===== config.mk =====
export PLATFORM = sky130hd
export DESIGN_NAME = mem_ctrl
export DESIGN_NICKNAME = d
export VERILOG_FILES = /design/src/design/mem_pkg.sv /design/src/design/mem_ctrl.sv
export VERILOG_INCLUDE_DIRS = /design/src /design/src/design
export SDC_FILE = /design/constraint.sdc
export NUM_CORES = 1
export LEC_CHECK = 0
export ABC_AREA = 1
export BUFFER_PORTS_ARGS = -buffer_cell sky130_fd_sc_hd__buf_2
export CAP_MARGIN = 20
export CELL_PAD_IN_SITES_DETAIL_PLACEMENT = 2
export CELL_PAD_IN_SITES_GLOBAL_PLACEMENT = 2
export CORE_ASPECT_RATIO = 1.1
export CORE_MARGIN = 5
export CORE_UTILIZATION = 27
export DETAILED_ROUTE_END_ITERATION = 7
export PLACE_DENSITY_LB_ADDON = 0.1
export SLEW_MARGIN = 5
export SYNTH_ARGS = -nofsm -noshare
export SYNTH_HDL_FRONTEND = slang
export SYNTH_SLANG_ARGS = --single-unit

===== constraint.sdc =====
create_clock -name clk_in -period 4.1 [get_ports clk_in]
set_clock_uncertainty 0.2 [all_clocks]
set_input_delay 1.025 -clock clk_in [delete_from_list [all_inputs] [get_ports clk_in]]
set_output_delay 1.025 -clock clk_in [all_outputs]
set_load 0.05 [all_outputs]

===== src/design/mem_consts.svh =====
// shared widths and cache geometry for the memory side, include in any file using them
`ifndef MEM_CONSTS_SVH
`define MEM_CONSTS_SVH

// bus and data widths
`define ADDR_WIDTH 32
`define WORD_WIDTH 32
`define BYTE_WIDTH 8

// cache geometry
`define BLOCK_WIDTH 1                          // log2 instructions per block
`define BLOCK_BYTES 8                          // bytes fetched per refill
`define BLOCK_BITS 64
`define CACHE_WIDTH 8                          // log2 block count
`define BLOCK_NUM (1 << `CACHE_WIDTH)
`define OFFSET_WIDTH (`BLOCK_WIDTH + 2)        // byte offset inside a block
`define TAG_WIDTH (`ADDR_WIDTH - `CACHE_WIDTH - `OFFSET_WIDTH)

// only the low address bits reach the RAM
`define RAM_ADDR_WIDTH 18

`endif


===== src/design/mem_pkg.sv =====
// types shared by the memory controller, instruction cache and load/store port
package mem_pkg;

  // RISC-V load/store flavours as seen by the port
  typedef enum logic [2:0] {
    LB,
    LH,
    LW,
    LBU,
    LHU,
    SB,
    SH,
    SW
  } ls_op_t;

  // controller bus phases
  typedef enum logic [1:0] {
    IDLE,
    READ,
    WRITE
  } mc_state_t;

  // who owns the RAM port
  typedef enum logic {
    LSB,
    ICACHE
  } requester_t;

  typedef logic [2:0] byte_count_t;  // 1, 2 or 4

endpackage


===== src/design/mem_ctrl.sv =====
// arbiter and byte sequencer in front of the single byte-wide RAM port
`timescale 1ns/1ps
`include "mem_consts.svh"

module mem_ctrl (
  input  logic                         clk_in,
  input  logic                         rst_in,
  input  logic                         rdy_in,
  input  logic [`BYTE_WIDTH-1:0]       mem_din,
  output logic [`BYTE_WIDTH-1:0]       mem_dout,
  output logic [`ADDR_WIDTH-1:0]       mem_a,
  output logic                         mem_wr,
  input  logic                         ic_req,
  input  logic [`ADDR_WIDTH-1:0]       ic_addr,
  output logic                         ic_done,
  output logic [`BLOCK_BITS-1:0]       ic_block,
  input  logic                         lsb_req,
  input  logic                         lsb_wr,
  input  mem_pkg::byte_count_t         lsb_len,
  input  logic [`ADDR_WIDTH-1:0]       lsb_addr,
  input  logic [`WORD_WIDTH-1:0]       lsb_wdata,
  output logic                         lsb_done,
  output logic [`WORD_WIDTH-1:0]       lsb_rdata
);
  import mem_pkg::*;

  mc_state_t                state;
  requester_t               cur_req;     // owner of the running access
  requester_t               last_serve;
  logic [3:0]               step;        // byte currently on the bus
  logic [3:0]               next_step;
  logic [3:0]               req_len;
  logic [`ADDR_WIDTH-1:0]   req_addr;
  logic [`ADDR_WIDTH-1:0]   next_addr;
  logic [`WORD_WIDTH-1:0]   wdata_q;
  logic [`BLOCK_BITS-1:0]   blk_buf;     // gathered read bytes, little endian
  logic [2:0]               cap_idx;
  logic [1:0]               wr_idx;
  logic                     ic_valid;
  logic                     lsb_valid;
  logic                     pick_lsb;

  function automatic logic [`ADDR_WIDTH-1:0] ram_addr(input logic [`ADDR_WIDTH-1:0] a);
    return {{(`ADDR_WIDTH - `RAM_ADDR_WIDTH){1'b0}}, a[`RAM_ADDR_WIDTH-1:0]};
  endfunction

  // a request whose done is out this cycle is already finished
  assign ic_valid  = ic_req & ~ic_done;
  assign lsb_valid = lsb_req & ~lsb_done;
  assign pick_lsb  = lsb_valid & (~ic_valid | (last_serve == ICACHE));

  assign next_step = step + 4'd1;
  assign next_addr = req_addr + {{(`ADDR_WIDTH - 4){1'b0}}, next_step};
  assign cap_idx   = 3'(step - 4'd1);  // byte whose data is on mem_din now
  assign wr_idx    = next_step[1:0];

  assign ic_block  = blk_buf;
  assign lsb_rdata = blk_buf[`WORD_WIDTH-1:0];

  always_ff @(posedge clk_in) begin
    if (rst_in) begin
      state      <= IDLE;
      cur_req    <= LSB;
      last_serve <= ICACHE;  // load/store port goes first
      step       <= 4'd0;
      mem_wr     <= 1'b0;
      mem_a      <= '0;
      mem_dout   <= '0;
      ic_done    <= 1'b0;
      lsb_done   <= 1'b0;
    end else if (rdy_in) begin
      ic_done  <= 1'b0;
      lsb_done <= 1'b0;
      case (state)
        IDLE: begin
          step <= 4'd0;
          if (pick_lsb) begin
            cur_req    <= LSB;
            last_serve <= LSB;
            req_addr   <= lsb_addr;
            req_len    <= {1'b0, lsb_len};
            wdata_q    <= lsb_wdata;
            blk_buf    <= '0;
            mem_a      <= ram_addr(lsb_addr);
            if (lsb_wr) begin
              mem_dout <= lsb_wdata[`BYTE_WIDTH-1:0];
              mem_wr   <= 1'b1;
              state    <= WRITE;
            end else begin
              state <= READ;
            end
          end else if (ic_valid) begin
            cur_req    <= ICACHE;
            last_serve <= ICACHE;
            req_addr   <= ic_addr;
            req_len    <= 4'(`BLOCK_BYTES);
            blk_buf    <= '0;
            mem_a      <= ram_addr(ic_addr);
            state      <= READ;
          end
        end
        READ: begin
          if (step != 4'd0) begin
            blk_buf[cap_idx * `BYTE_WIDTH +: `BYTE_WIDTH] <= mem_din;
          end
          if (step == req_len) begin  // last byte just landed
            state <= IDLE;
            if (cur_req == LSB) lsb_done <= 1'b1;
            else ic_done <= 1'b1;
          end else begin
            if (next_step < req_len) mem_a <= ram_addr(next_addr);
            step <= next_step;
          end
        end
        WRITE: begin
          if (next_step < req_len) begin
            mem_a    <= ram_addr(next_addr);
            mem_dout <= wdata_q[wr_idx * `BYTE_WIDTH +: `BYTE_WIDTH];
            step     <= next_step;
          end else begin
            mem_wr   <= 1'b0;
            lsb_done <= 1'b1;  // only the port writes
            state    <= IDLE;
          end
        end
        default: state <= IDLE;
      endcase
    end
  end

endmodule


* Word level (Yosys, flattened, before mapping) *
Cells that the tools add are included.

word-level totals
  register bits = 169
  word-level logic and storage cells = 96

cells by class
  equality and inequality tests = 11
  add/sub/neg operators = 4
  bitwise logic cells = 8
  magnitude comparators = 1
  shifts and indexed selects = 3
  mux-type cells = 40
  reductions and logical operators = 15

operator list
  operator                   count
  $mux W64                   3
  $mux W32                   4
  $pmux W64 S2               1
  $pmux W32 S3               1
  $bwmux W64                 1
  $shift A8 B34 Y64 const A  1
  $shiftx A8 B34 Y64         1
  $mux W18                   2
  $neg A6 Y34                1
  $shiftx A32 B6 Y8          1
  $mux W8                    3
  $reduce_and A4 Y1          5
  $add A18 B4 Y18            1
  $pmux W8 S2                1
  $reduce_and A5 Y1          3
  $ne A2 B2 Y1 const B       7
  $mux W4                    3
  $pmux W4 S3                1
  $mux W1                    11
  $mux W2                    5
  $pmux W2 S3                1
  $reduce_bool A2 Y1         3
  $add A4 B1 Y4 const B      1
  $eq A4 B4 Y1               1
  other kinds (14)           20

* Depth between registers and ports, before layout *
  depth in word-level cells = 7
  gate-level depth with buffers = 16
  depth with buffers taken out = 15

* Least setup slack after synthesis *
Ideal clock, no wire load.

  path type = input-to-reg
  start = input port lsb_req
  end = register wdata_q[0] (enable)
  data required time = 3.439 ns
  stages = 6
  library setup time = 0.461 ns
  slack = -0.294 ns
  buffers on the path = 2
  arrival time = 3.732 ns
  path through = nand2_1 -> inv_1 -> nand2_1 -> buf_2 -> buf_2 -> nor3_1

between the ends
  longest elaborated chain between the ends = 3

ends and longest elaborated chain
  element                      line            source
  from (decl)                  mem_ctrl.sv:17  input logic lsb_req,
  $and A1 B1 Y1                mem_ctrl.sv:49  assign lsb_valid = lsb_req & ~lsb_done;
  $and A1 B1 Y1                mem_ctrl.sv:50  assign pick_lsb = lsb_valid & (~ic_valid | (last_serve == ICACHE));
  $reduce_and A4 Y1 (no line)  n/a
  to (signal assigned)         mem_ctrl.sv:82  wdata_q <= lsb_wdata;
  to (decl)                    mem_ctrl.sv:35  logic [`WORD_WIDTH-1:0] wdata_q;

Every way passes these cells.
A chain may end at the register's enable or synchronous reset.

* Worst setup path in the final report *
  start = register step[0]
  end = register blk_buf[49], in the netlist ic_block[49], data pin

between the ends
  longest elaborated chain between the ends = 6

ends and longest elaborated chain
  element                                                  line             source
  from (decl)                                              mem_ctrl.sv:30   logic [3:0] step;
  from (signal assigned)                                   mem_ctrl.sv:112  step <= next_step;
  from (signal assigned)                                   mem_ctrl.sv:119  step <= next_step;
  $sub A3 B1 Y3 (*)                                        mem_ctrl.sv:54   assign cap_idx = 3'(step - 4'd1);
  $neg A6 Y34 (*)                                          mem_ctrl.sv:104  blk_buf[cap_idx * `BYTE_WIDTH +: `BYTE_WIDTH] <= mem_din;
  $shiftx A8 B34 Y64 or $shift A8 B34 Y64 (tied branches)  mem_ctrl.sv:104
  $bwmux W64 (*)                                           mem_ctrl.sv:104
  $mux W64 (*)                                             mem_ctrl.sv:103  if (step != 4'd0) begin
  $pmux W64 S2 (*)                                         mem_ctrl.sv:74   case (state)
  to (signal, indexed assignment)                          mem_ctrl.sv:104
  to (decl)                                                mem_ctrl.sv:36   logic [`BLOCK_BITS-1:0] blk_buf;

Mark *: on every way between the ends. The rest lies on a longest branch, timed or not. The select of a mux whose other input is x is not followed.

==> results.py <==
metrics = {
    "synthesis": {
        "sequential_to_total_area_share_from_yosys_stat_pct": 52.7,
        "synth.lib_cells_used.distinct": 34,
        "synth-warning-count": 0,
        "mappedNetlistArea_um2": 8130,
        "yosys_most_used_dff": "sky130_fd_sc_hd__edfxtp_1",
        "ys_async_sr_fraction_pct": 0,
        "synth_area_in_compound_gates_pct": 10.5,
        "multiplexer_fraction_of_the_synthesized_cell_area_pct": 0,
        "synth_simple_gate_area_share_pct": 23.1,
        "synth_top_family_by_area": "simple AND/OR/NAND/NOR gates",
        "syn_avg_cell_area_um2": 8.42,
        "yosys.area_share.xor_xnor_pct": 0.431,
        "synth_fa_ha_area_share_pct": 3.32,
        "netlist_instances": 965,
        "synth_area_leader_cell": "sky130_fd_sc_hd__edfxtp_1",
        "number_of_synthesized_flops_with_an_enable_pin": 118,
        "synthesis_stage_register_bit_count": 155,
        "synthTopCellsByArea": "sky130_fd_sc_hd__edfxtp_1 (44%), sky130_fd_sc_hd__dfxtp_1 (9.1%), sky130_fd_sc_hd__nor2_1 (8.7%)",
        "synth_top_area_share_pct": 43.6,
    },
    "placement": {
        "detailed_place_hpwl_mm": 20.5,
        "port_buffers": 209,
        "place_congestion": 0.729,
        "dp.cells": 1502,
    },
    "worst_setup_path": {
        "worst_setup_path_startpoint": "step[0]",
        "worst-endpoint-required_ns": 4.08,
        "cp-end-kind": "flop",
        "reg2reg_setup_slack_ns": 0.77,
        "timing.reg2reg.worst_path_depth": 10,
        "r2r-end": "ic_block[49]",
        "critical_path.reg2reg.startpoint": "step[0]",
        "setup.worst_path.class": "reg2reg",
        "endpoint": "ic_block[49]",
        "worst-path-max-fanout": 9,
        "cp.arrival_ns": 3.31,
        "cp-start-kind": "flop",
    },
    "timing": {
        "tns_ns": 0,
        "finalSetupViolCount": 0,
        "fmaxAchievable_mhz": 300,
        "worst-slew-pin-transition_ns": 0.635,
        "rsz0062_at_grt": "false",
        "report.final.hold_viol_count": 0,
        "finalCriticalPeriod_ns": 3.33,
        "final.period_utilization_pct": 81.2,
        "maxSlewHeadroom_pct": 57.7,
        "count_of_final_max_slew_check_failures": 0,
    },
    "drt": {
        "vias_per_cell": 4.65,
        "dr.first_iter.drc_count": 343,
        "first_pass_iters": 4,
        "routed_via_count": 7135,
        "drcViolationCount": 0,
        "routed_wl_mm": 27.5,
        "postRouteAntennaNets": 0,
        "routedWlPerCell_um": 17.9,
    },
    "cells_and_area": {
        "syn2layout_area_growth_pct": 22.0,
        "antenna-diode-count": 0,
        "layout.cells.most_common": "sky130_fd_sc_hd__buf_2",
        "num-nets-final": 1281,
        "mostFrequentLayoutCells": "sky130_fd_sc_hd__buf_2 (209), sky130_fd_sc_hd__nor2_1 (189), sky130_fd_sc_hd__nand2_1 (183)",
        "drive_gt1_share_pct": 22.8,
        "fin_cells": 1534,
    },
    "floorplanning": {
        "die_width_um": 175,
        "number_of_top_level_pins": 252,
        "die-area_um2": 33700,
        "area_of_the_placeable_core_um2": 29600,
        "num_rows": 66,
        "floorplan.initialDensity_pct": 27.4,
        "floorplan.die.height_um": 192,
    },
    "clock_tree": {
        "cts_h_tree_depth": 4,
        "clock_tree.root_cell": "sky130_fd_sc_hd__clkbuf_16",
        "cts_repair_resize_count": 0,
        "cts-hold-fix-buffers": 0,
        "tritoncts.num_buffers": 17,
        "worst_skew_pair.late_latency_ns": 0.43,
        "post-cts-setup-buffer-count": 0,
        "cts.path.max_buffers": 2,
        "clock-sinks": 155,
        "clock_tree_from_tritoncts": "yes",
        "clkSlewWorstSetupHoldPaths_ns": 0.07,
    },
    "grt": {
        "grt_util_all_layers_pct": 16.3,
        "number_of_antenna_violations_at_the_first_check_in_global_routing": 0,
        "grt-ovfl-total": 0,
        "via_count_of_the_first_global_routing_pass": 7693,
        "first_pass_grt_wire_length_mm": 43.1,
        "grt_max_degree": 58,
    },
    "power_and_ir_drop": {
        "ir_worst_vdd_mv": 0.181,
        "p_per_area_nw_per_um2": 512,
        "p_leak_nw": 4.44,
    },
    "run": {
        "cap_violations": 0,
    },
    "hold_path": {
        "hp-class": "reg2reg",
    },
    "outcome": {
        "run_status": "completed",
    },
}
-- sequential cells by signal, summed over array words and instances (netlist names), 2 cells and up --
register	count
state	2
mem_dout	8
mem_a	18
wdata_q	32
ic_block	64
step	4
req_len	4
req_addr	18
-- cells by family after synthesis --
logic type / after synthesis
DFF: 155
xor gates and xnor gates: 4
and+or+nand+nor: 457
other: 1
buffers and inverters: 165
adders and majority gates: 21
AOI/OAI and AO/OA: 162
-- power breakdown --
group / switching, W / internal (W) / leakage [nW]
clock: 0.000672 / 0.000829 / 0.245
combinational: 0.00123 / 0.000383 / 2.79
sequential: 0.0000891 / 0.00187 / 1.40
total: 0.00199 / 0.00308 / 4.44
-- per-layer routing --
metal  part of all wire (%)  routed length (µm)  track usage, %  vias to the layer above
met3                    3.9                1070            3.31                       15
met2                     48               13300            28.1                      141
li1                       -                   -               -                     3504
met5                      0                   0               0                        -
met4                   0.82                 226            3.33                        0
met1                     47               13000            21.2                     3475
-- synth_stat cells, types with 3 or more instances --
cell type / n
sky130_fd_sc_hd__a41oi_1: 5
sky130_fd_sc_hd__o21bai_1: 3
sky130_fd_sc_hd__nand4_1: 7
sky130_fd_sc_hd__nor2_1: 189
sky130_fd_sc_hd__nor3_1: 12
sky130_fd_sc_hd__dfxtp_1: 37
sky130_fd_sc_hd__buf_4: 46
sky130_fd_sc_hd__nand3b_1: 5
sky130_fd_sc_hd__a21oi_1: 50
sky130_fd_sc_hd__ha_1: 20
sky130_fd_sc_hd__nand2_1: 183
sky130_fd_sc_hd__edfxtp_1: 118
sky130_fd_sc_hd__clkbuf_1: 23
sky130_fd_sc_hd__o22ai_1: 3
sky130_fd_sc_hd__buf_2: 8
sky130_fd_sc_hd__nand3_1: 53
sky130_fd_sc_hd__o21ai_0: 96
sky130_fd_sc_hd__inv_1: 85
-- per-stage QoR --
stage / hold WS, ns / area [µm²] / power [W] / util (%) / setup slack, ns
3_3_place_gp: 0.253 / 9380 / 0.00361 / 31.6 / 0.735
5_1_grt: 0.293 / 9920 / 0.00538 / 33.5 / 0.467
3_5_place_dp: 0.264 / 9380 / 0.00364 / 31.6 / 0.708
6_report: 0.267 / 9920 / 0.00508 / 33.5 / 0.770
4_1_cts: 0.275 / 9920 / 0.00517 / 33.5 / 0.682
2_1_floorplan: 0.234 / 8180 / 0.00315 / - / 0.577
-- how the worst min path moves through the flow --
stage / depth (start not counted) / endpoint / slack [ns] / start
floorplan: 2 / last_serve / 0.23 / last_serve
global placement: 2 / mem_a[16] / 0.25 / mem_a[16]
detailed placement: 2 / mem_a[16] / 0.26 / mem_a[16]
CTS: 2 / mem_a[16] / 0.28 / mem_a[16]
global route: 2 / mem_a[16] / 0.29 / mem_a[16]
finish: 2 / mem_a[16] / 0.27 / mem_a[16]
-- final cells by class --
type / instances / area [µm²]
sequential: 155 / 4280
tap: 374 / 468
inverter: 88 / 330
multi-input combinational: 658 / 3110
clock buffer: 20 / 437
clock inverter: 12 / 101
timing repair buffer: 227 / 1190
fill: 3464 / 19700
-- worst max-delay path: stages (launching register included) --
cell	delay (ns)
sky130_fd_sc_hd__dfxtp_1	0.47
sky130_fd_sc_hd__inv_1	0.25
sky130_fd_sc_hd__ha_1	0.30
sky130_fd_sc_hd__xnor2_1	0.24
sky130_fd_sc_hd__ha_1	0.34
sky130_fd_sc_hd__inv_1	0.16
sky130_fd_sc_hd__nand2_1	0.07
sky130_fd_sc_hd__nor2_1	0.48
sky130_fd_sc_hd__inv_1	0.29
sky130_fd_sc_hd__o21ai_0	0.23
sky130_fd_sc_hd__nor2_1	0.06
(Power assumes the default switching activity.)
