<file path="config.mk">
export PLATFORM = sky130hd
export DESIGN_NAME = ls_port
export DESIGN_NICKNAME = d
export VERILOG_FILES = /design/src/design/mem_pkg.sv /design/src/design/ls_port.sv
export VERILOG_INCLUDE_DIRS = /design/src /design/src/design
export SDC_FILE = /design/constraint.sdc
export NUM_CORES = 1
export LEC_CHECK = 0
export BUFFER_PORTS_ARGS = -buffer_cell sky130_fd_sc_hd__buf_2
export CORE_UTILIZATION = 47
export CTS_CLUSTER_SIZE = 10
export DETAILED_ROUTE_END_ITERATION = 10
export PLACE_DENSITY = 0.84
export REMOVE_ABC_BUFFERS = 1
export SLEW_MARGIN = 15
export SYNTH_ARGS = -nofsm -noshare
export SYNTH_HDL_FRONTEND = slang
export SYNTH_SLANG_ARGS = --single-unit
</file>
<file path="constraint.sdc">
create_clock -name clk_in -period 6.51 [get_ports clk_in]
set_input_delay 0.3255 -clock clk_in [delete_from_list [all_inputs] [get_ports clk_in]]
set_output_delay 0.3255 -clock clk_in [all_outputs]
set_load 0.1 [all_outputs]
</file>
<file path="src/design/mem_consts.svh">
// shared widths and cache geometry for the memory side, include in any file using them
`ifndef MEM_CONSTS_SVH
`define MEM_CONSTS_SVH

// bus and data widths
`define ADDR_WIDTH 32
`define WORD_WIDTH 32
`define BYTE_WIDTH 8

// cache geometry
`define BLOCK_WIDTH 1                          // log2 instructions per block
`define BLOCK_BYTES 8                          // bytes fetched per refill
`define BLOCK_BITS 64
`define CACHE_WIDTH 8                          // log2 block count
`define BLOCK_NUM (1 << `CACHE_WIDTH)
`define OFFSET_WIDTH (`BLOCK_WIDTH + 2)        // byte offset inside a block
`define TAG_WIDTH (`ADDR_WIDTH - `CACHE_WIDTH - `OFFSET_WIDTH)

// only the low address bits reach the RAM
`define RAM_ADDR_WIDTH 18

`endif

</file>
<file path="src/design/mem_pkg.sv">
// types shared by the memory controller, instruction cache and load/store port
package mem_pkg;

  // RISC-V load/store flavours as seen by the port
  typedef enum logic [2:0] {
    LB,
    LH,
    LW,
    LBU,
    LHU,
    SB,
    SH,
    SW
  } ls_op_t;

  // controller bus phases
  typedef enum logic [1:0] {
    IDLE,
    READ,
    WRITE
  } mc_state_t;

  // who owns the RAM port
  typedef enum logic {
    LSB,
    ICACHE
  } requester_t;

  typedef logic [2:0] byte_count_t;  // 1, 2 or 4

endpackage

</file>
<file path="src/design/ls_port.sv">
// load/store port, decodes RISC-V memory opcodes and extends load results
`timescale 1ns/1ps
`include "mem_consts.svh"

module ls_port (
  input  logic                    clk_in,
  input  logic                    rst_in,
  input  logic                    rdy_in,
  input  logic                    ls_en,
  input  mem_pkg::ls_op_t         ls_op,
  input  logic [`ADDR_WIDTH-1:0]  ls_addr,
  input  logic [`WORD_WIDTH-1:0]  ls_wdata,
  output logic                    ls_done,
  output logic [`WORD_WIDTH-1:0]  ls_rdata,
  output logic                    lsb_req,
  output logic                    lsb_wr,
  output mem_pkg::byte_count_t    lsb_len,
  output logic [`ADDR_WIDTH-1:0]  lsb_addr,
  output logic [`WORD_WIDTH-1:0]  lsb_wdata,
  input  logic                    lsb_done,
  input  logic [`WORD_WIDTH-1:0]  lsb_rdata
);
  import mem_pkg::*;

  ls_op_t                 op_q;      // kept for the extension step
  logic [`WORD_WIDTH-1:0] ext_data;

  always_comb begin
    case (op_q)
      LB:      ext_data = {{24{lsb_rdata[7]}}, lsb_rdata[7:0]};
      LH:      ext_data = {{16{lsb_rdata[15]}}, lsb_rdata[15:0]};
      LW:      ext_data = lsb_rdata;
      LBU:     ext_data = {24'd0, lsb_rdata[7:0]};
      LHU:     ext_data = {16'd0, lsb_rdata[15:0]};
      default: ext_data = '0;  // stores return nothing
    endcase
  end

  always_ff @(posedge clk_in) begin
    if (rst_in) begin
      lsb_req <= 1'b0;
      ls_done <= 1'b0;
      op_q    <= LB;
    end else if (rdy_in) begin
      ls_done <= 1'b0;
      if (lsb_req && lsb_done) begin
        lsb_req  <= 1'b0;
        ls_done  <= 1'b1;
        ls_rdata <= ext_data;
      end else if (ls_en) begin
        lsb_req   <= 1'b1;
        op_q      <= ls_op;
        lsb_addr  <= ls_addr;
        lsb_wdata <= ls_wdata;
        lsb_wr    <= (ls_op == SB) || (ls_op == SH) || (ls_op == SW);
        case (ls_op)
          LB, LBU, SB: lsb_len <= 3'd1;
          LH, LHU, SH: lsb_len <= 3'd2;
          default:     lsb_len <= 3'd4;  // word access
        endcase
      end
    end
  end

endmodule

</file>
== Yosys cells after proc, flatten, opt, wreduce, memory -nomap -nowiden ==
Index checks and enable logic that the tools add are counted.
Storage, ports and cells
  register bits: 105
  input port bits: 104
  output and inout port bits: 102
  logic and storage cells: 37
Cells by class
  eq/ne operators: 10
  muxes and demuxes: 5
  bitwise logic cells: 2
  reduce and logical (&&, ||, !) cells: 12
Operators by type and width (number)
  $pmux W32 S5: 1
  $eq A3 B3 Y1 const B: 5
  $eq A3 B2 Y1 const B: 3
  $eq A3 B1 Y1 const B: 2
  $logic_not A3 Y1: 2
  $pmux W3 S2: 1
  $reduce_and A3 Y1: 2
  $reduce_or A3 Y1: 2
  $reduce_and A4 Y1: 1
  $mux W1: 3
  $logic_or A1 B1 Y1: 2
  $not A1 Y1: 2
  $reduce_and A2 Y1: 1
  $reduce_bool A2 Y1: 1
  $logic_and A1 B1 Y1: 1

== Depth between registers and ports, before layout ==
Gate-level depths: netlist (run 1).
  word-level depth: 3
  gate-level depth with buffers: 5
  gate-level depth less buffers: 3

== Worst setup path before layout (run 1) ==
OpenSTA, ideal clock, no wires.
  kind: register to register
  start: register lsb_req
  end: register lsb_addr[0], enable pin
  library setup time: 0.502 ns
  data arrival time: 4.216 ns
  data required time: 6.008 ns
  path slack: 1.792 ns
  cell stages (with the launch flop): 3
  path buffers: 0
  clock period less this slack: 4.718 ns
  cell sequence: dfxtp_1 > a21oi_1 > nor2b_1
On the way
  longest elaborated chain between the ends: 3
RTL lines
  start, declared: RTL line ls_port.sv:15  | output logic lsb_req,
  start signal, assigned: RTL line ls_port.sv:41  | lsb_req <= 1'b0;
  start signal, assigned: RTL line ls_port.sv:47  | lsb_req <= 1'b0;
  start signal, assigned: RTL line ls_port.sv:51  | lsb_req <= 1'b1;
  $logic_and A1 B1 Y1: RTL line ls_port.sv:46  | if (lsb_req && lsb_done) begin
  $not A1 Y1 (no source line)
  $reduce_and A4 Y1 (no source line)
  end signal, assigned: RTL line ls_port.sv:53  | lsb_addr <= ls_addr;
  end, declared: RTL line ls_port.sv:18  | output logic [`ADDR_WIDTH-1:0] lsb_addr,
Every way passes these cells.
A chain may end at the register's enable or synchronous reset.

== Worst setup path after layout (run 1) ==
  start: register lsb_req
  end: register lsb_wdata[11], enable pin
On the way
  longest elaborated chain between the ends: 3
RTL lines
  $logic_and A1 B1 Y1: RTL line ls_port.sv:46
  $not A1 Y1 (no source line)
  $reduce_and A4 Y1 (no source line)
  end signal, assigned: RTL line ls_port.sv:54  | lsb_wdata <= ls_wdata;
  end, declared: RTL line ls_port.sv:19  | output logic [`WORD_WIDTH-1:0] lsb_wdata,
Every way passes these cells.

==> results of run 1 <==
==> worst paths after layout <==
check / slack (ns) / cells past startpoint / endpoint
worst max-delay path: 4.50 / 3 / lsb_wdata[11]
worst min-delay path: 0.13 / 1 / lsb_addr[24]
worst max register to register: 4.50 / 3 / lsb_wdata[11]
worst min register to register: 0.49 / 1 / ls_done
==> cell families after synthesis <==
family | count (synthesis)
simple gates | 29
flops | 105
mux | 6
buf+inv | 9
xor+xnor | 2
compound gates | 45
==> synthesized netlist by cell type (2+ instances only) <==
master,count,area [um2]
sky130_fd_sc_hd__nor2b_1,3,18.8
sky130_fd_sc_hd__dfxtp_1,5,100
sky130_fd_sc_hd__nand2b_1,5,31.3
sky130_fd_sc_hd__clkbuf_1,3,11.3
sky130_fd_sc_hd__and2_1,9,56.3
sky130_fd_sc_hd__edfxtp_1,100,3000
sky130_fd_sc_hd__buf_4,2,15.0
sky130_fd_sc_hd__o21ai_1,2,10.0
sky130_fd_sc_hd__mux2i_1,6,60.1
sky130_fd_sc_hd__a21oi_1,10,50.1
sky130_fd_sc_hd__a21o_1,17,128
sky130_fd_sc_hd__nand2_1,3,11.3
sky130_fd_sc_hd__o211ai_1,8,60.1
sky130_fd_sc_hd__o21ai_0,7,35.0
sky130_fd_sc_hd__or2b_1,2,15.0
==> power by group <==
part	switching (mW)	internal (mW)	total, mW
clock	0.231	0.149	0.381
sequential	0.00623	0.761	0.768
combinational	0.146	0.0496	0.196
total	0.384	0.960	1.34
==> flip-flops by register name, indices dropped and copies added, names as in the netlist <==
| name | count |
|---|---|
| lsb_addr | 32 |
| ls_done | 1 |
| lsb_wr | 1 |
| ls_rdata | 32 |
| op_q | 3 |
| lsb_len | 3 |
| lsb_req | 1 |
| lsb_wdata | 32 |
==> cell type report <==
| cell class | count | area share, % |
|---|---|---|
| inverter | 1 | 0.0743 |
| tap | 102 | 2.53 |
| clock inverter | 7 | 1.41 |
| multi-input combinational | 82 | 11.5 |
| clock buffer | 9 | 2.45 |
| timing repair buffer | 207 | 20.6 |
| sequential | 105 | 61.4 |
==> per-layer routing <==
metal,vias up,GRT usage [%],wire (um)
met5,-,0,0
met4,0,12.0,312
met3,25,6.53,708
met2,132,34.1,4300
met1,1191,22.6,3010
li1,1174,-,-
==> placed cells by master, fill, tap and decap left out, types with 2 or more instances in the layout <==
cell                         synthesis  layout
sky130_fd_sc_hd__buf_4               2       2
sky130_fd_sc_hd__mux2i_1             6       6
sky130_fd_sc_hd__dfxtp_1             5       5
sky130_fd_sc_hd__or2b_1              2       2
sky130_fd_sc_hd__clkinvlp_4          0       2
sky130_fd_sc_hd__buf_2               0     205
sky130_fd_sc_hd__nand2_1             3       3
sky130_fd_sc_hd__clkbuf_8            0       9
sky130_fd_sc_hd__and2_1              9       9
sky130_fd_sc_hd__nor2b_1             3       2
sky130_fd_sc_hd__a21oi_1            10      10
sky130_fd_sc_hd__inv_8               0       2
sky130_fd_sc_hd__o21ai_0             7       7
sky130_fd_sc_hd__o21ai_1             2       2
sky130_fd_sc_hd__nand2b_1            5       5
sky130_fd_sc_hd__edfxtp_1          100     100
sky130_fd_sc_hd__o211ai_1            8       8
sky130_fd_sc_hd__a21o_1             17      17
==> stage by stage <==
step           area [um2]  total power [mW]  setup slack (ns)  utilization, %  hold slack (ns)
6_report             5050              1.34              4.50            65.7            0.127
5_1_grt              5050              1.39              4.31            65.7            0.105
4_1_cts              5050              1.36              4.49            65.7            0.104
3_5_place_dp         4860             0.979              4.33            63.2            0.457
3_3_place_gp         4860             0.974              4.43            63.2            0.435
2_1_floorplan        3670             0.924              1.79               -            0.395
==> metrics.log, run 1 <==
INFO  metric grt_setup_unrepaired = false
INFO  metric ys.flop_type = sky130_fd_sc_hd__edfxtp_1
INFO  metric floorplan.die.width = 91.1 um
INFO  metric grt.overflow.total = 0
INFO  metric worstPathMaxFanout = 68
INFO  metric hold_path.class = input pin to register
INFO  metric insertedDiodeCount = 0
INFO  metric final.fill_count = 606
INFO  metric syn_area = 3730 um2
INFO  metric crit_path_top_delay_cell = sky130_fd_sc_hd__buf_4
INFO  metric postSynth.asyncResetShare = 0%
INFO  metric worstPathRequired = 6.51 ns
INFO  metric hold_viol_final = 0
INFO  metric ioPinCount = 206
INFO  metric cell_count_final_fillers_out = 513
INFO  metric clock-root-buffer = sky130_fd_sc_hd__clkbuf_8
INFO  metric worstMarginPinSlew = 0.838 ns
INFO  metric cts-htree-levels = 3
INFO  metric dp.final_hpwl = 6240 um
INFO  metric worstSetupStartpoint = lsb_req
INFO  metric synth-compound-area-share = 7.78%
INFO  metric yosys.area_share.simple = 5.37%
INFO  metric ys_types = 29
INFO  metric clkLatencyLatePin = 0.36 ns
INFO  metric cp.arrival = 2.01 ns
INFO  metric drive_gt1_share = 55.7%
INFO  metric numClockSinks = 105
INFO  metric antenna_violations_before_repair = 0
INFO  metric postSynthCellCount = 196
INFO  metric yosysWarnings = 0
INFO  metric synthesized_area_fraction_occupied_by_xor_and_xnor_cells = 0.469%
INFO  metric post-cts-setup-buffer-count = 0
INFO  metric placeableCoreArea = 7690 um2
INFO  metric pin_count_of_the_biggest_net_entering_global_routing = 69
INFO  metric avgViaCountPerCell = 4.92
INFO  metric die-area = 8300 um2
INFO  metric fin_setup_tns = 0 ns
INFO  metric initial_core_util = 48.5%
INFO  metric tritoncts.num_buffers = 9
INFO  metric worst_hold_startpoint = ls_addr[24]
INFO  metric min_period_over_period = 30.9%
INFO  metric finClkSkew = 0.0109 ns
INFO  metric final_nets = 510
INFO  metric critical_path_buf_inv_count = 1
INFO  metric post-route-drc-count = 0
INFO  metric tritoncts_clock_tree = built
INFO  metric slew-limit-headroom = 44.2%
INFO  metric wire_length_of_the_first_global_routing_pass = 12300 um
INFO  metric area_of_the_multi_input_gates = 581 um2
INFO  metric dr.first_iter.drc_count = 158
INFO  metric post_synth_mux_area_share = 1.61%
INFO  metric row_count = 32
INFO  metric ctsLongestPathBuffers = 2
INFO  metric syn_area_per_cell = 19.0 um2
INFO  metric finalMaxSlewViolations = 0
INFO  metric end_kind = register
INFO  metric fp.dieH = 91.1 um
INFO  metric detailedRoute.firstPassIterationCount = 4
INFO  metric type_of_the_setup_path_with_the_least_slack = register to register
INFO  metric ctsHoldBuffers = 0
INFO  metric postSynthRegisterBits = 105
INFO  metric ant_nets = 0
INFO  metric clock.fmax = 0.498 GHz
INFO  metric ctsResizeCount = 0
INFO  metric detail_route.wl_per_cell = 16.2 um
INFO  metric placed_cells_incl_taps = 497
INFO  metric setup_violating_endpoint_count_in_the_final_report = 0
INFO  metric regArea = 3100 um2
INFO  metric yosys.area_share.adder = 0%
INFO  metric synth_edf_count = 100
INFO  metric worst_ir_drop_vdd = 140 uV
INFO  metric status = completed
INFO  metric dr_total_vias = 2522
INFO  metric wl = 8330 um
INFO  metric maxCapViolations = 0
INFO  metric timing.final.crit_period = 2.01 ns
INFO  metric cp_cell_sequence = a21oi_1 -> nor2b_4 -> buf_4
INFO  metric critPathLaunchType = register
INFO  metric p_leak = 2.15 nW
INFO  metric power_density = 266 nW/um2
INFO  metric gr-usage-all-layers = 20.3%
INFO  metric synth.yosys.seq_area_share = 83.2%
INFO  metric io_buffer_count = 205
INFO  metric synth_top_family_by_area = compound AO/OA/AOI/OAI gates
INFO  metric first_global_vias = 2445
INFO  metric critical_path.reg2reg.startpoint = lsb_req
INFO  metric worst_path_dominant_cell_family = buffers and inverters
INFO  metric largest_stage_delay_on_the_critical_path = 0.64 ns
INFO  metric worst_setup_hold_path_clk_slew = 0.11 ns
INFO  metric layout-area-overhead-vs-synth = 35.4%
INFO  metric globalplace.congestion = 0.770
No activity file was read; power rests on OpenSTA's default activity.
==> run 2, diff against run 1 <==
- CORE_UTILIZATION: 47 -> 44
- PLACE_DENSITY: 0.84 -> 0.79
- clock period: 6.51 -> 2 ns (I/O delays scaled with it)
==> run 2 against run 1 <==
Net effect:
- power grew to 3.6 times the previous value
- wire length up 25%
- clock power increased to 3.9 times the previous value
- sequential share of layout area fell by 8.9 points
- setup slack lost 4.0 ns
- first-iteration DRC count up 13%
- fmax up 36%
- clock skew down 0.0032 ns
- combinational power rose to 4.0 times the previous value
- worst hold slack lost 0.10 ns
- global-route usage increased by 3.2 points
==> metrics.log, run 2 (same netlist as run 1, synthesis figures left out) <==
INFO  metric status = completed
INFO  metric cp.arrival = 1.70 ns (-0.31 ns)
INFO  metric ant_nets = 0 (unchanged)
INFO  metric grt.overflow.total = 0 (unchanged)
INFO  metric worst_ir_drop_vdd = 490 uV (+250%)
INFO  metric p_leak = 2.51 nW (+17%)
INFO  metric post-cts-setup-buffer-count = 0 (unchanged)
INFO  metric tritoncts_clock_tree = built
INFO  metric crit_path_top_delay_cell = sky130_fd_sc_hd__dfxtp_1
INFO  metric setup_violating_endpoint_count_in_the_final_report = 0 (unchanged)
INFO  metric worstPathRequired = 2.22 ns (-4.29 ns)
INFO  metric type_of_the_setup_path_with_the_least_slack = register to register
INFO  metric detail_route.wl_per_cell = 17.4 um (+7.3%)
INFO  metric worstPathMaxFanout = 16 (-76%)
INFO  metric hold_viol_final = 0 (unchanged)
INFO  metric initial_core_util = 45.4% (-3.1 points)
INFO  metric total_power = 4.78 mW (+260%)
INFO  metric slew-limit-headroom = 52.8% (+8.7 points)
INFO  metric gr-usage-all-layers = 23.6% (+3.2 points)
INFO  metric timing.final.crit_period = 1.48 ns (-0.531 ns)
INFO  metric ctsResizeCount = 0 (unchanged)
INFO  metric worst_setup_hold_path_clk_slew = 0.10 ns (about the same)
INFO  metric dr_total_vias = 2864 (+14%)
INFO  metric mostFrequentLayoutCells = 205 x sky130_fd_sc_hd__buf_2, 100 x sky130_fd_sc_hd__edfxtp_1, 79 x sky130_fd_sc_hd__dlygate4sd3_1
INFO  metric antenna_violations_before_repair = 0 (unchanged)
INFO  metric dpl-instance-area = 4880 um2 (+0.49%)
INFO  metric finClkSkew = 0.00770 ns (-0.00318 ns)
INFO  metric placeableCoreArea = 8220 um2 (+6.9%)
INFO  metric min_period_over_period = 73.9% (+43 points)
INFO  metric drive_gt1_share = 46.8% (-8.9 points)
INFO  metric finalMaxSlewViolations = 0 (unchanged)
INFO  metric insertedDiodeCount = 0 (unchanged)
INFO  metric dp.final_hpwl = 6120 um (-1.9%)
INFO  metric pin_count_of_the_biggest_net_entering_global_routing = 69 (unchanged)
INFO  metric floorplan.die.width = 94.1 um (+3.3%)
INFO  metric final_core_util = 71.8% (+6.1 points)
INFO  metric wl = 10400 um (+25%)
INFO  metric die-area = 8850 um2 (+6.7%)
INFO  metric reg_top3 = ls_rdata: 32 flops, lsb_addr: 32 flops, lsb_wdata: 32 flops
INFO  metric hold_path.class = input pin to register
INFO  metric grt_setup_unrepaired = false
INFO  metric power_density = 810 nW/um2 (+200%)
INFO  metric worstMarginPinSlew = 0.706 ns (-0.132 ns)
INFO  metric postLayoutCellArea = 5900 um2 (+17%)
INFO  metric ctsLongestPathBuffers = 2 (unchanged)
INFO  metric maxCapViolations = 0 (unchanged)
INFO  metric dp_worst_setup_slack = 0.522 ns (-3.81 ns)
INFO  metric final_nets = 590 (+16%)
INFO  metric ioPinCount = 206 (unchanged)
INFO  metric tritoncts.num_buffers = 9 (unchanged)
INFO  metric globalplace.congestion = 0.774 (+0.47%)
INFO  metric clock.fmax = 0.676 GHz (+36%)
INFO  metric wire_length_of_the_first_global_routing_pass = 14900 um (+21%)
INFO  metric layout-area-overhead-vs-synth = 58.2%
INFO  metric dr.first_iter.drc_count = 178 (+13%)
INFO  metric post-route-drc-count = 0 (unchanged)
INFO  metric io_buffer_count = 205 (unchanged)
INFO  metric cp_cell_sequence = inv_2 -> nor2_8 -> a21o_1
INFO  metric row_count = 33 (+3.1%)
INFO  metric numClockSinks = 105 (unchanged)
INFO  metric critPathLaunchType = register
INFO  metric rrSetupSlack = 0.52 ns (-3.98 ns)
INFO  metric first_global_vias = 2822 (+15%)
INFO  metric clock-root-buffer = sky130_fd_sc_hd__clkbuf_8
INFO  metric largest_stage_delay_on_the_critical_path = 0.64 ns (about the same)
INFO  metric layout.cells.most_common = sky130_fd_sc_hd__buf_2
INFO  metric avgViaCountPerCell = 4.81 (-2.3%)
INFO  metric clkLatencyLatePin = 0.36 ns (about the same)
INFO  metric end_kind = register
INFO  metric fp.dieH = 94.1 um (+3.3%)
INFO  metric cts-htree-levels = 3 (unchanged)
INFO  metric detailedRoute.firstPassIterationCount = 4 (unchanged)
INFO  metric final_setup_slack_of_the_worst_path = 0.521 ns (-3.98 ns)
INFO  metric fin_hold_ws = 0.0249 ns (-0.102 ns)
## run 2: changes by cell type in the layout (fill, tap and decap cells not counted), sizes merged
cell,before,now
clkinv,2,0
dlygate4sd3,0,79
clkinvlp,2,1
inv,4,5
bufinv,0,2
buf,207,208
## run 2: routing by layer
metal,share of wire (%),vias to the layer above,track usage (%)
met1,35,1345,26.3
met5,0,-,0
li1,-,1328,-
met2,54,166,41.5
met3,7.7,25,6.72
met4,3.2,0,10.8
## run 2: path summary, 6_finish.rpt
check | startpoint | end | cells past startpoint
setup / recovery | op_q[1] | ls_rdata[28] | 3
hold / removal | lsb_rdata[31] | ls_rdata[31] | 2
setup reg to reg | op_q[1] | ls_rdata[28] | 3
hold reg to reg | ls_done | ls_done | 1
## run 2: per-stage QoR
stage | cells | TNS (ns)
after floorplan | 188 | -250.50
after global placement | 501 | 0
after detailed placement | 501 | 0
after CTS | 596 | 0
after global routing | 596 | 0
final | 596 | 0
## run 2: report_power, final
part	internal, mW	total, mW	switching [mW]
clock network	0.732	1.50	0.764
logic	0.267	0.786	0.519
registers	2.48	2.50	0.0210
total	3.48	4.78	1.30
## run 2: final cells by class
class / count / area [um2]
Inverter: 1 / 3.75
Tap cell: 105 / 131
Sequential cell: 105 / 3100
Fill cell: 534 / 2310
Clock buffer: 9 / 124
Multi-Input combinational cell: 82 / 581
Clock inverter: 7 / 108
Timing Repair Buffer: 287 / 1850
## run 2: critical path: cells and delay by family (launching register included)
kind,cells,cell delay (ns)
flip-flops,1,0.64
AND/OR/NAND/NOR,1,0.29
AO/OA/AOI/OAI,1,0.19
buffers and inverters,1,0.22
## run 2: repair_timing
item / 4_1_cts / 5_1_grt
hold buffers: 79 / 0
endpoints found under the setup margin: 0 / 0
endpoints found under the hold margin: 79 / 0
